--- config.mk ---
export PLATFORM = sky130hd
export DESIGN_NAME = fetch_frontend
export DESIGN_NICKNAME = d
export VERILOG_FILES = /design/src/verilog/fetch_pkg.sv /design/src/verilog/fetch_pc_gen.sv /design/src/verilog/iprefetch.sv /design/src/verilog/rvc_expander.sv /design/src/verilog/fetch_frontend.sv
export VERILOG_INCLUDE_DIRS = /design/src /design/src/verilog
export SDC_FILE = /design/constraint.sdc
export NUM_CORES = 1
export LEC_CHECK = 0
export BUFFER_PORTS_ARGS = -buffer_cell sky130_fd_sc_hd__buf_2
export CAP_MARGIN = 20
export CORE_ASPECT_RATIO = 2
export CORE_MARGIN = 3
export CORE_UTILIZATION = 57
export CTS_CLUSTER_SIZE = 14
export DETAILED_ROUTE_END_ITERATION = 10
export MAX_ROUTING_LAYER = met4
export PLACE_DENSITY_LB_ADDON = 0.05
export SETUP_SLACK_MARGIN = 0.02
export SLEW_MARGIN = 20
export SYNTH_ARGS = -nofsm -noshare
export SYNTH_HDL_FRONTEND = slang
export SYNTH_SLANG_ARGS = --single-unit
--- constraint.sdc ---
create_clock -name clk -period 9.8 [get_ports clk]
set_input_delay 0.49 -clock clk [delete_from_list [all_inputs] [get_ports clk]]
set_output_delay 0.49 -clock clk [all_outputs]
set_load 0.005 [all_outputs]
--- src/verilog/fetch_macros.svh ---
// Fetch front end parameters
// Word and PC width, the PC taken after reset and the width of the
// jump tag that travels with each instruction to decode

`ifndef FETCH_MACROS_SVH
`define FETCH_MACROS_SVH

// ====================
// Datapath
// ====================

`define FETCH_XLEN      32              // PC and memory word width
`define FETCH_RESET_PC  32'h0000_0000   // First fetch address after reset

// ====================
// Jump tracking
// ====================

`define FETCH_TAG_W     3               // Jump tag counter width

`endif

--- src/verilog/fetch_pkg.sv ---
// Fetch front end types
// Shared word view and the structs passed between the fetch stage,
// the prefetch-aligner and the compressed instruction expander

`default_nettype none

`include "fetch_macros.svh"

package fetch_pkg;

    // One memory word, read either whole or as two 16-bit parcels
    typedef union packed {
        logic [`FETCH_XLEN-1:0] word;           // Full 32-bit instruction view
        struct packed {
            logic [`FETCH_XLEN/2-1:0] upper;    // Parcel at address + 2
            logic [`FETCH_XLEN/2-1:0] lower;    // Parcel at address + 0
        } parcel;
    } fetch_word_u;

    // Fetch stage to aligner
    typedef struct packed {
        logic                    jump;              // Jump waiting for the aligner
        logic [`FETCH_XLEN-1:0]  target;            // Word address of the target
        logic                    jump_misaligned;   // Target sits on the upper parcel
        logic [`FETCH_TAG_W-1:0] tag;               // Current jump tag
    } fetch_req_t;

    // Aligner to expander
    typedef struct packed {
        logic [`FETCH_XLEN-1:0]  pc;
        fetch_word_u             instr;             // Raw, possibly compressed
        logic                    compressed;
        logic [`FETCH_TAG_W-1:0] tag;
    } aligned_instr_t;

    // Front end to decode
    typedef struct packed {
        logic [`FETCH_XLEN-1:0]  pc;
        logic [`FETCH_XLEN-1:0]  instr;             // Always the 32-bit form
        logic                    compressed;
        logic                    illegal;           // Unsupported compressed code
        logic [`FETCH_TAG_W-1:0] tag;
    } decoded_instr_t;

endpackage

`default_nettype wire

--- src/verilog/fetch_pc_gen.sv ---
// Fetch stage
// Issues word addresses to the synchronous instruction memory, follows
// jumps to any halfword target and counts the jump tag. A jump stays
// posted to the aligner until the aligner takes it on an advance cycle

`default_nettype none

`include "fetch_macros.svh"

module fetch_pc_gen (
    input  logic                   clk,
    input  logic                   reset_n,
    input  logic                   enable_i,
    input  logic                   hazard_i,
    input  logic                   jump_i,
    input  logic [`FETCH_XLEN-1:0] jump_pc_i,
    input  logic                   prefetched_i,
    output logic [`FETCH_XLEN-1:0] mem_addr_o,
    output fetch_pkg::fetch_req_t  req_o
);
    import fetch_pkg::*;

    localparam logic [`FETCH_XLEN-1:0] WORD_STEP = 4;

    logic                   advance;
    logic                   jump_taken;
    logic [`FETCH_XLEN-1:0] jump_word;
    logic [`FETCH_XLEN-1:0] rd_addr_r;      // Address of the word now on the read port
    fetch_req_t             req_r;

    assign advance    = enable_i && !hazard_i;
    assign jump_taken = enable_i && jump_i;      // Jumps are taken even under hazard
    assign jump_word  = {jump_pc_i[`FETCH_XLEN-1:2], 2'b00};

    // ====================
    // Address select
    // ====================

    // Re-reading the current word keeps the read port in step with the aligner
    // whenever it does not consume that word
    always_comb begin
        if (jump_taken) begin
            mem_addr_o = jump_word;
        end else if (advance && !prefetched_i) begin
            mem_addr_o = rd_addr_r + WORD_STEP;
        end else begin
            mem_addr_o = rd_addr_r;
        end
    end

    always_ff @(posedge clk or negedge reset_n) begin
        if (!reset_n) begin
            rd_addr_r <= `FETCH_RESET_PC;
        end else begin
            rd_addr_r <= mem_addr_o;
        end
    end

    // ====================
    // Jump request and tag
    // ====================

    always_ff @(posedge clk or negedge reset_n) begin
        if (!reset_n) begin
            req_r.jump            <= 1'b0;
            req_r.target          <= `FETCH_RESET_PC;
            req_r.jump_misaligned <= 1'b0;
            req_r.tag             <= '0;
        end else if (jump_taken) begin
            req_r.jump            <= 1'b1;
            req_r.target          <= jump_word;
            req_r.jump_misaligned <= jump_pc_i[1];      // Halfword target needs a filler cycle
            req_r.tag             <= req_r.tag + 1'b1;
        end else if (advance) begin
            req_r.jump            <= 1'b0;              // Aligner took the jump this cycle
            req_r.jump_misaligned <= 1'b0;
        end
    end

    assign req_o = req_r;

endmodule

`default_nettype wire

--- src/verilog/iprefetch.sv ---
// Prefetch-aligner stage
// Rebuilds 16- and 32-bit instructions that start on any halfword of the
// fetched word stream. The previous word is kept so that an instruction
// crossing a word boundary can be spliced, and so that a compressed
// instruction held in its upper parcel is served without a new fetch

`default_nettype none

`include "fetch_macros.svh"

module iprefetch (
    input  logic                      clk,
    input  logic                      reset_n,
    input  logic                      enable_i,
    input  logic                      hazard_i,
    input  fetch_pkg::fetch_req_t     req_i,
    input  fetch_pkg::fetch_word_u    mem_rdata_i,
    output logic                      prefetched_o,
    output fetch_pkg::aligned_instr_t instr_o
);
    import fetch_pkg::*;

    localparam logic [`FETCH_XLEN-1:0] HALF_STEP = 2;
    localparam logic [`FETCH_XLEN-1:0] WORD_STEP = 4;

    logic                   advance;
    logic [`FETCH_XLEN-1:0] pc;
    logic [`FETCH_XLEN-1:0] pc_r;
    logic [`FETCH_XLEN-1:0] next_pc;
    logic                   misaligned;
    logic                   misaligned_r;
    logic                   prefetched;
    logic                   prefetched_r;
    logic                   compressed;
    fetch_word_u            word_r;          // Previous fetch word
    fetch_word_u            word_spliced;
    fetch_word_u            word_sel;
    aligned_instr_t         instr_r;

    assign advance = enable_i && !hazard_i;

    // ====================
    // PC control
    // ====================

    // A posted jump overrides the running PC until the aligner advances on it
    assign pc         = req_i.jump ? req_i.target : pc_r;
    assign misaligned = pc[1];

    // The filler cycle of a halfword jump only steps onto the upper parcel
    assign next_pc = pc + ((compressed || req_i.jump_misaligned) ? HALF_STEP : WORD_STEP);

    always_ff @(posedge clk or negedge reset_n) begin
        if (!reset_n) begin
            pc_r         <= `FETCH_RESET_PC;
            misaligned_r <= 1'b0;
            prefetched_r <= 1'b0;
        end else if (advance) begin
            pc_r         <= next_pc;
            misaligned_r <= misaligned;
            prefetched_r <= prefetched;
        end
    end

    // ====================
    // Word alignment
    // ====================

    always_comb begin
        word_spliced.parcel.lower = word_r.parcel.upper;        // Start of the instruction
        word_spliced.parcel.upper = mem_rdata_i.parcel.lower;   // Rest from the new word

        if (misaligned) begin
            word_sel = word_spliced;
        end else if (misaligned_r && !req_i.jump) begin
            word_sel = word_r;                  // Word already held after a prefetched parcel
        end else begin
            word_sel = mem_rdata_i;
        end
    end

    // Low two bits of 11 mark a 32-bit instruction
    assign compressed = (word_sel.parcel.lower[1:0] != 2'b11);

    // Compressed instruction found wholly in the stored upper parcel
    assign prefetched   = misaligned && compressed;
    assign prefetched_o = prefetched;

    always_ff @(posedge clk) begin
        if (advance && (req_i.jump || !(prefetched_r && compressed))) begin
            word_r <= mem_rdata_i;
        end
    end

    // ====================
    // Output register
    // ====================

    always_ff @(posedge clk or negedge reset_n) begin
        if (!reset_n) begin
            instr_r.pc         <= `FETCH_RESET_PC;
            instr_r.instr      <= '0;
            instr_r.compressed <= 1'b0;
            instr_r.tag        <= '1;           // Never equal to the first live tag
        end else if (advance) begin
            instr_r.pc         <= pc;
            instr_r.instr      <= word_sel;
            instr_r.compressed <= compressed;
            // The filler entry keeps the old tag so the expander drops it
            if (!req_i.jump_misaligned) begin
                instr_r.tag <= req_i.tag;
            end
        end
    end

    assign instr_o = instr_r;

endmodule

`default_nettype wire

--- src/verilog/rvc_expander.sv ---
// Compressed instruction expander
// Rewrites the supported RVC subset into the equivalent 32-bit encoding,
// flags other compressed codes as illegal and registers the result for
// decode. Entries carrying a stale jump tag never raise valid

`default_nettype none

`include "fetch_macros.svh"

module rvc_expander (
    input  logic                      clk,
    input  logic                      reset_n,
    input  logic                      enable_i,
    input  logic                      hazard_i,
    input  logic [`FETCH_TAG_W-1:0]   current_tag_i,
    input  fetch_pkg::aligned_instr_t instr_i,
    output fetch_pkg::decoded_instr_t decoded_o,
    output logic                      valid_o
);
    import fetch_pkg::*;

    localparam logic [6:0] OPC_LOAD   = 7'b0000011;
    localparam logic [6:0] OPC_OP_IMM = 7'b0010011;
    localparam logic [6:0] OPC_STORE  = 7'b0100011;
    localparam logic [6:0] OPC_OP     = 7'b0110011;
    localparam logic [6:0] OPC_LUI    = 7'b0110111;
    localparam logic [6:0] OPC_JAL    = 7'b1101111;

    logic                     advance;
    logic [`FETCH_XLEN/2-1:0] parcel;
    logic [4:0]               rd;
    logic [4:0]               rs2;
    logic [`FETCH_XLEN-1:0]   expanded;
    logic                     illegal;
    decoded_instr_t           decoded_r;
    logic                     issued_r;     // decoded_r was loaded last cycle

    assign advance = enable_i && !hazard_i;
    assign parcel  = instr_i.instr.parcel.lower;
    assign rd      = parcel[11:7];
    assign rs2     = parcel[6:2];

    // ====================
    // Expansion table
    // ====================

    // Cases are selected by quadrant and funct3
    always_comb begin
        expanded = '0;
        illegal  = 1'b0;

        if (!instr_i.compressed) begin
            expanded = instr_i.instr.word;
        end else begin
            illegal = 1'b1;                         // Cleared by a supported code
            case ({parcel[1:0], parcel[15:13]})
                5'b01_000: begin                    // C.ADDI and C.NOP
                    expanded = {{6{parcel[12]}}, parcel[12], parcel[6:2],
                                rd, 3'b000, rd, OPC_OP_IMM};
                    illegal  = 1'b0;
                end
                5'b01_010: begin                    // C.LI
                    expanded = {{6{parcel[12]}}, parcel[12], parcel[6:2],
                                5'd0, 3'b000, rd, OPC_OP_IMM};
                    illegal  = 1'b0;
                end
                5'b01_011: begin
                    if (rd != 5'd2) begin           // x2 here would be C.ADDI16SP
                        expanded = {{14{parcel[12]}}, parcel[12], parcel[6:2], rd, OPC_LUI};
                        illegal  = 1'b0;
                    end
                end
                5'b01_101: begin                    // C.J as JAL x0
                    expanded = {parcel[12], parcel[8], parcel[10:9], parcel[6], parcel[7],
                                parcel[2], parcel[11], parcel[5:3], parcel[12],
                                {8{parcel[12]}}, 5'd0, OPC_JAL};
                    illegal  = 1'b0;
                end
                5'b10_010: begin
                    if (rd != 5'd0) begin           // C.LWSP
                        expanded = {4'b0000, parcel[3:2], parcel[12], parcel[6:4], 2'b00,
                                    5'd2, 3'b010, rd, OPC_LOAD};
                        illegal  = 1'b0;
                    end
                end
                5'b10_100: begin
                    // A zero rs2 would be C.JR, C.JALR or C.EBREAK
                    if (rs2 != 5'd0) begin
                        if (parcel[12]) begin       // C.ADD
                            expanded = {7'b0000000, rs2, rd, 3'b000, rd, OPC_OP};
                        end else begin              // C.MV
                            expanded = {7'b0000000, rs2, 5'd0, 3'b000, rd, OPC_OP};
                        end
                        illegal = 1'b0;
                    end
                end
                5'b10_110: begin                    // C.SWSP
                    expanded = {4'b0000, parcel[8:7], parcel[12], rs2, 5'd2, 3'b010,
                                parcel[11:9], 2'b00, OPC_STORE};
                    illegal  = 1'b0;
                end
                default: begin
                    expanded = '0;
                end
            endcase
        end
    end

    // ====================
    // Decode register
    // ====================

    always_ff @(posedge clk or negedge reset_n) begin
        if (!reset_n) begin
            decoded_r <= '0;
            issued_r  <= 1'b0;
        end else begin
            issued_r <= advance;
            if (advance) begin
                decoded_r.pc         <= instr_i.pc;
                decoded_r.instr      <= expanded;
                decoded_r.compressed <= instr_i.compressed;
                decoded_r.illegal    <= illegal;
                decoded_r.tag        <= instr_i.tag;
            end
        end
    end

    assign decoded_o = decoded_r;

    // A taken jump moves the tag at the next edge, so older entries drop out from then on
    assign valid_o = issued_r && (decoded_r.tag == current_tag_i);

endmodule

`default_nettype wire

--- src/verilog/fetch_frontend.sv ---
// Instruction fetch front end
// Chains the fetch stage, the prefetch-aligner and the RVC expander
// between the synchronous instruction memory and decode

`default_nettype none

`include "fetch_macros.svh"

module fetch_frontend (
    input  logic                      clk,
    input  logic                      reset_n,
    input  logic                      enable_i,
    input  logic                      hazard_i,
    input  logic                      jump_i,
    input  logic [`FETCH_XLEN-1:0]    jump_pc_i,
    input  logic [`FETCH_XLEN-1:0]    mem_rdata_i,
    output logic [`FETCH_XLEN-1:0]    mem_addr_o,
    output fetch_pkg::decoded_instr_t decoded_o,
    output logic                      valid_o
);
    import fetch_pkg::*;

    fetch_req_t     fetch_req;
    fetch_word_u    mem_word;
    aligned_instr_t aligned_instr;
    logic           prefetched;

    assign mem_word.word = mem_rdata_i;

    fetch_pc_gen i_fetch_pc_gen (
        .clk          (clk),
        .reset_n      (reset_n),
        .enable_i     (enable_i),
        .hazard_i     (hazard_i),
        .jump_i       (jump_i),
        .jump_pc_i    (jump_pc_i),
        .prefetched_i (prefetched),
        .mem_addr_o   (mem_addr_o),
        .req_o        (fetch_req)
    );

    iprefetch i_iprefetch (
        .clk          (clk),
        .reset_n      (reset_n),
        .enable_i     (enable_i),
        .hazard_i     (hazard_i),
        .req_i        (fetch_req),
        .mem_rdata_i  (mem_word),
        .prefetched_o (prefetched),
        .instr_o      (aligned_instr)
    );

    rvc_expander i_rvc_expander (
        .clk           (clk),
        .reset_n       (reset_n),
        .enable_i      (enable_i),
        .hazard_i      (hazard_i),
        .current_tag_i (fetch_req.tag),       // Live tag from the fetch stage
        .instr_i       (aligned_instr),
        .decoded_o     (decoded_o),
        .valid_o       (valid_o)
    );

endmodule

`default_nettype wire

-- Word level (Yosys, flattened, before mapping)
Index checks and enable logic that the tools add are counted.
- $mul: 0
- reduce and logical (&&, ||, !) cells: 19
- eq/ne operators: 10
- add/subtract/negate cells: 3
- bitwise logic cells: 1
- shifts and indexed selects: 0
- div/mod/pow operators: 0
- mux-type cells: 20
- order comparisons: 0
- operator list (cell ; count):
    32-bit two-way mux ; 7
    32-bit one-hot mux with 7 select lines ; 1
    32-bit by 3-bit adder with 32-bit output (second input constant) ; 1
    32-bit adder ; 1
    28-bit two-way mux ; 1
    25-bit two-way mux ; 1
    5-bit by 4-bit == test with 1-bit output (second input constant) ; 4
    20-bit two-way mux ; 1
    5-bit == test (second input constant) ; 3
    5-bit nonzero test ; 2
    1-bit logical AND ; 8
    1-bit two-way mux ; 7
    5-bit by 2-bit != test with 1-bit output (second input constant) ; 1
    1-bit logical NOT ; 4
    1-bit one-hot mux with 4 select lines ; 1
    4-bit OR reduction ; 1
    3-bit by 1-bit adder with 3-bit output (second input constant) ; 1
    3-bit == test ; 1
    3-bit two-way mux ; 1
    1-bit logical OR ; 2
    2-bit != test (second input constant) ; 1
    2-bit AND reduction ; 1
    2-bit nonzero test ; 1
    1-bit inverter ; 1
- ROM bits: 0
- bits in registers: 271
- input bits: 69
- logic and storage cells: 72
- RAM bits: 0
- output and inout port bits: 102
- bits in latches: 0
- memories kept: 0

-- Longest topological paths before layout
- word-level depth: 10
- mapped depth: 16
- mapped depth without buffers: 13

-- Hierarchy
A second synthesis with hierarchy kept.
- cells, all modules: 1458
- area, all modules: 13605.5 um2
- by module, submodules not included (module ; instances ; sequential area each (um2) ; cells each ; area each (um2)):
    iprefetch ; 1 ; 3467.1 ; 733 ; 7088.0
    rvc_expander ; 1 ; 1751.7 ; 386 ; 3405.8
    fetch_pc_gen ; 1 ; 1676.6 ; 339 ; 3111.7

-- Worst setup path before layout
Ideal clock, no wire load.
- kind: flip-flop to flip-flop
- start: register i_fetch_pc_gen.req_r (netlist bit i_fetch_pc_gen.req_o[36])
- end: register i_iprefetch.pc_r[17]
- path slack: 6.233 ns
- setup time: 0.132 ns
- stages on the path, launching flop included: 17
- data required time: 9.668 ns
- buffers on the path: 4
- clock period less this slack: 3.567 ns
- arrival: 3.435 ns
- cell sequence: dfrtp_1 buf_6 inv_1 nand2_1 inv_1 clkbuf_1 clkbuf_1 ha_1 inv_1 fa_1 nand4b_1 o22ai_2 nand3_2 buf_2 a21oi_1 mux2i_1 o211ai_1
- elaborated cells between the ends (all ways): 9
- classes of those cells: add/sub (1); eq/ne (1); mux (4); reduce/logical (3)
- RTL lines (item ; line ; text):
    start, declared ; fetch_pc_gen.sv:29 ; fetch_req_t req_r;
    32-bit two-way mux (*) ; iprefetch.sv:47 ; assign pc = req_i.jump ? req_i.target : pc_r;
    net i_iprefetch.pc[1] ; iprefetch.sv:27 ; logic [`FETCH_XLEN-1:0] pc;
    32-bit two-way mux ; iprefetch.sv:73 ; if (misaligned) begin
    2-bit != test ; iprefetch.sv:83 ; assign compressed = (word_sel.parcel.lower[1:0] != 2'b11);
    1-bit logical OR ; iprefetch.sv:51 ; assign next_pc = pc + ((compressed || req_i.jump_misaligned) ? HALF_STEP : WORD_STEP);
    3-bit two-way mux ; iprefetch.sv:51 ;
    32-bit adder (*) ; iprefetch.sv:51 ;
    end signal, assigned ; iprefetch.sv:55 ; pc_r <= `FETCH_RESET_PC;
    end signal, assigned ; iprefetch.sv:59 ; pc_r <= next_pc;
    end, declared ; iprefetch.sv:28 ; logic [`FETCH_XLEN-1:0] pc_r;
The timed path passes the listed nets; every way through them passes the cells marked *.
A chain may end at the register's enable or synchronous reset.

-- Worst setup path in the final report
- start: register i_fetch_pc_gen.req_r (netlist bit i_fetch_pc_gen.req_o[36])
- end: register i_iprefetch.pc_r[27]
- cells in the longest elaborated chain, start to end: 8
- elaborated cells between the ends (all ways): 9
- classes of those cells: add/sub (1); eq/ne (1); mux (4); reduce/logical (3)
- RTL lines (item ; line ; text):
    1-bit logical NOT ; iprefetch.sv:75 ; end else if (misaligned_r && !req_i.jump) begin
    1-bit logical AND ; iprefetch.sv:75 ;
    32-bit two-way mux ; iprefetch.sv:75 ;
    32-bit two-way mux ; iprefetch.sv:73 ;
    2-bit != test ; iprefetch.sv:83 ;
    1-bit logical OR ; iprefetch.sv:51 ;
    3-bit two-way mux ; iprefetch.sv:51 ;
    32-bit adder (*) ; iprefetch.sv:51 ;
Every way passes the cells marked *; elsewhere a longest branch is shown, timed or not.

==> reports/results.txt <==
Status: finished, violations left
Vias in the first global route: 10900
Max-slew violations: 0
Core area: 22800 sq um
Drt pass-1 iters: 5
Failing checks: negative hold slack
Root buffer cell: clkbuf_16
Post-Layout Cell Count: 1861
Chip width: 114 microns
DR vias: 11200
CTS tree: yes
GP Congestion: 1.02
Syn_area_per_cell: 9.20 sq um
Post-synthesis sequential area ratio: 0.513
Crit-path cells: inv_1 > o21ai_0 > a2bb2oi_1 > or3_1 > ha_1 > inv_1 > fa_1 > nand4b_1 > o22ai_2 > nand3_2 > nor4_2 > mux2i_1 > o211ai_1
Grt ovf: 0
Fillers: 1977
Hold WS: -0.0311 ns
Setup Viol. Count Final: 0
CTS resizes: 0
Initial antenna violation count: 3
Crit share post-route: 0.442
Global-route wire length before repair: 59100 microns
Top Ports: 171
Area of the multi-input gates: 6050 sq um
WL per Instance: 19.9 microns
Maximum VDD drop: 0.169 mV
Actual slew at the worst max-slew pin: 0.922 ns
Clk Latency, worst-skew pair: 0.54 ns
Reg2Reg Depth: 13
Synthesized area: 13300 sq um
CP Class: reg2reg
Clock transition at path regs: 0.07 ns
Initial Utilization: 0.584
Standard-cell rows: 78
Total chip power: 3.11 mW
Pleak: 6.85 nW
Distinct cells, synth: 70
Pint: 2.11 mW
Synth warnings: 0
EDFF count, synth: 32
Hold_buf cts: 0
Slew Limit Headroom: 0.385
Total negative slack: 0 ns
Fmax: 0.231 GHz
DPL Wire Length: 26300 microns
Final instance area: 15100 sq um
FF-to-FF End: i_iprefetch.pc_r[27]
Ys async rst share: 0.880
DRC: 0
HP Class: in2async
Die Ht: 222 microns
Total GRT Usage: 0.304
Psw: 991 uW
Critical path arrival: 4.72 ns
Fin Clk Skew: 0.0145 ns
CTS buffer count: 24
Final #Nets: 1634
Routed Antenna Nets: 0
Slowest cell on the critical path: dfrtp_4
Fin. Hold Viols: 25
Crit end category: flop
Cell Area, Placed: 14300 sq um
Ys flop type: dfrtp_1
# Max-Cap Violations: 0
Layout cells sized above 1: 0.159
Tmin final: 4.33 ns
Critical Path RT: 10.18 ns
DRT iter0 DRCs: 835
Most used cell, CP: inv_1
CP peak stage delay: 0.67 ns
Clock sink count: 267
Reg power frac: 0.492
Flops & latches, synth: 267
Clock Tree Buf Depth: 3
Synthesis-to-finish area growth: 12.9%
RSZ-0062 raised after global routing: false
Critical Path Source Type: flop
Clk pwr share: 0.300
Synthesized netlist cell count: 1449
Drt total wl: 37100 microns
R2r startpoint: i_fetch_pc_gen.req_o[36]
H-tree Lvls: 1
Flip-flop and latch area: 6850 sq um
Die Area: 25400 sq um
Largest net degree at the start of global routing: 128
Comb power frac: 0.208
# port buffers: 168
Placed Cells: 1813
Syn nets: 1523
Switching part of the total: 0.319
Cell Pwr Density: 206 nW/um^2
Worst R2R Setup Slack: 5.47 ns
Vias per cell: 5.99
Post-CTS Setup Inserts: 0
Crit-path max FO: 41
-- metrics by stage --
| stage | utilization | worst slack (ns) |
|---|---|---|
| 2_1_floorplan | - | 6.23 |
| 3_3_place_gp | 0.625 | 5.55 |
| 3_5_place_dp | 0.625 | 5.50 |
| 4_1_cts | 0.658 | 5.46 |
| 5_1_grt | 0.659 | 5.17 |
| 6_report | 0.659 | 5.47 |
-- area by class of cell --
class	count	area share
sequential	267	0.455
timing repair buffer	184	0.0653
antenna	3	0.000499
clock buffer	39	0.0470
inverter	13	0.00324
multi-input combinational	1070	0.402
tap	280	0.0233
clock inverter	5	0.00349
-- synthesized netlist by cell type, types with 5 or more instances --
cell type,count,area (sq um)
xor2_1,14,123
edfxtp_1,32,961
and2_1,7,43.8
o31ai_1,17,128
mux2_2,6,67.6
or4_1,30,225
nor2b_1,17,106
or3_1,6,37.5
nor4_1,5,31.3
nand3_1,40,200
clkbuf_1,70,263
o22a_1,5,43.8
xnor2_1,18,158
inv_1,13,48.8
o21a_1,9,67.6
nor3b_1,7,52.6
nand4_1,19,119
o211ai_1,30,225
buf_2,12,60.1
buf_1,13,48.8
nor2_1,84,315
and4_1,5,43.8
dfrtp_1,232,5810
nand3b_1,7,52.6
nor3_1,22,110
a31oi_1,25,156
nand2_1,345,1290
o21ai_0,106,531
a22oi_1,9,67.6
a21oi_1,98,490
mux2i_1,58,581
o22ai_1,11,68.8
and3_1,8,50.1
-- state kept, by name, summed over array words and instances (netlist names) --
register / cells
i_fetch_pc_gen.rd_addr_r: 32
i_fetch_pc_gen.req_o: 35
i_iprefetch.instr_o: 67
i_iprefetch.pc_r: 31
i_iprefetch.prefetched_r: 1
i_iprefetch.word_r: 32
i_rvc_expander.decoded_o: 68
i_rvc_expander.issued_r: 1
-- worst max-delay path, delay by kind of cell, from the launching register on --
family	cells	cell delay (ns)
buf+inv	2	0.19
simple gates	4	1.39
fa+ha+maj	2	0.66
compound gates	4	1.02
flops	1	0.67
mux	1	0.23
-- metal layers --
layer  up-vias  share of wire  global-route usage
met4         0          0.069               0.177
met1      5361           0.36               0.332
met2       317           0.52               0.520
li1       5370              -                   -
met3       105          0.045              0.0414
met5         -              0                   -
-- logic make-up after synthesis --
kind of cell / synth area share
simple gates: 0.220
compound gates: 0.157
flops: 0.513
buf+inv: 0.0344
mux: 0.0486
xor+xnor: 0.0210
fa+ha+maj: 0.00526
other cells: 0.000281
-- cells in the final DEF, fill, tap and decap left out, types with 32 or more instances in the layout --
master    netlist  layout
nand2_1       345     344
dfrtp_1       232     231
buf_2          12     167
o21ai_0       106     106
a21oi_1        98      98
nor2_1         84      84
mux2i_1        58      58
nand3_1        40      40
edfxtp_1       32      32
-- how the worst max path moves through the flow --
| stage | start | end | slack, ns | cells past startpoint |
|---|---|---|---|---|
| finish | i_fetch_pc_gen.req_o[36] | i_iprefetch.pc_r[27] | 5.47 | 13 |
| floorplan | i_fetch_pc_gen.req_o[36] | i_iprefetch.pc_r[17] | 6.23 | 16 |
| global placement | i_fetch_pc_gen.req_o[36] | i_iprefetch.pc_r[27] | 5.55 | 13 |
| global route | i_fetch_pc_gen.req_o[36] | mem_addr_o[20] | 5.17 | 10 |
| CTS | i_fetch_pc_gen.req_o[36] | i_iprefetch.pc_r[27] | 5.46 | 13 |
| detailed placement | i_fetch_pc_gen.req_o[36] | i_iprefetch.pc_r[27] | 5.50 | 13 |
-- power by group through the flow --
stage	Clock (mW)	Combinational [mW]	Sequential (mW)
floorplan	0	0.425	1.48
global placement	0	0.633	1.54
detailed placement	0	0.649	1.55
CTS	0.949	0.652	1.53
global route	0.993	0.733	1.56
finish	0.932	0.646	1.53
Power figures use the tool's default switching activity.
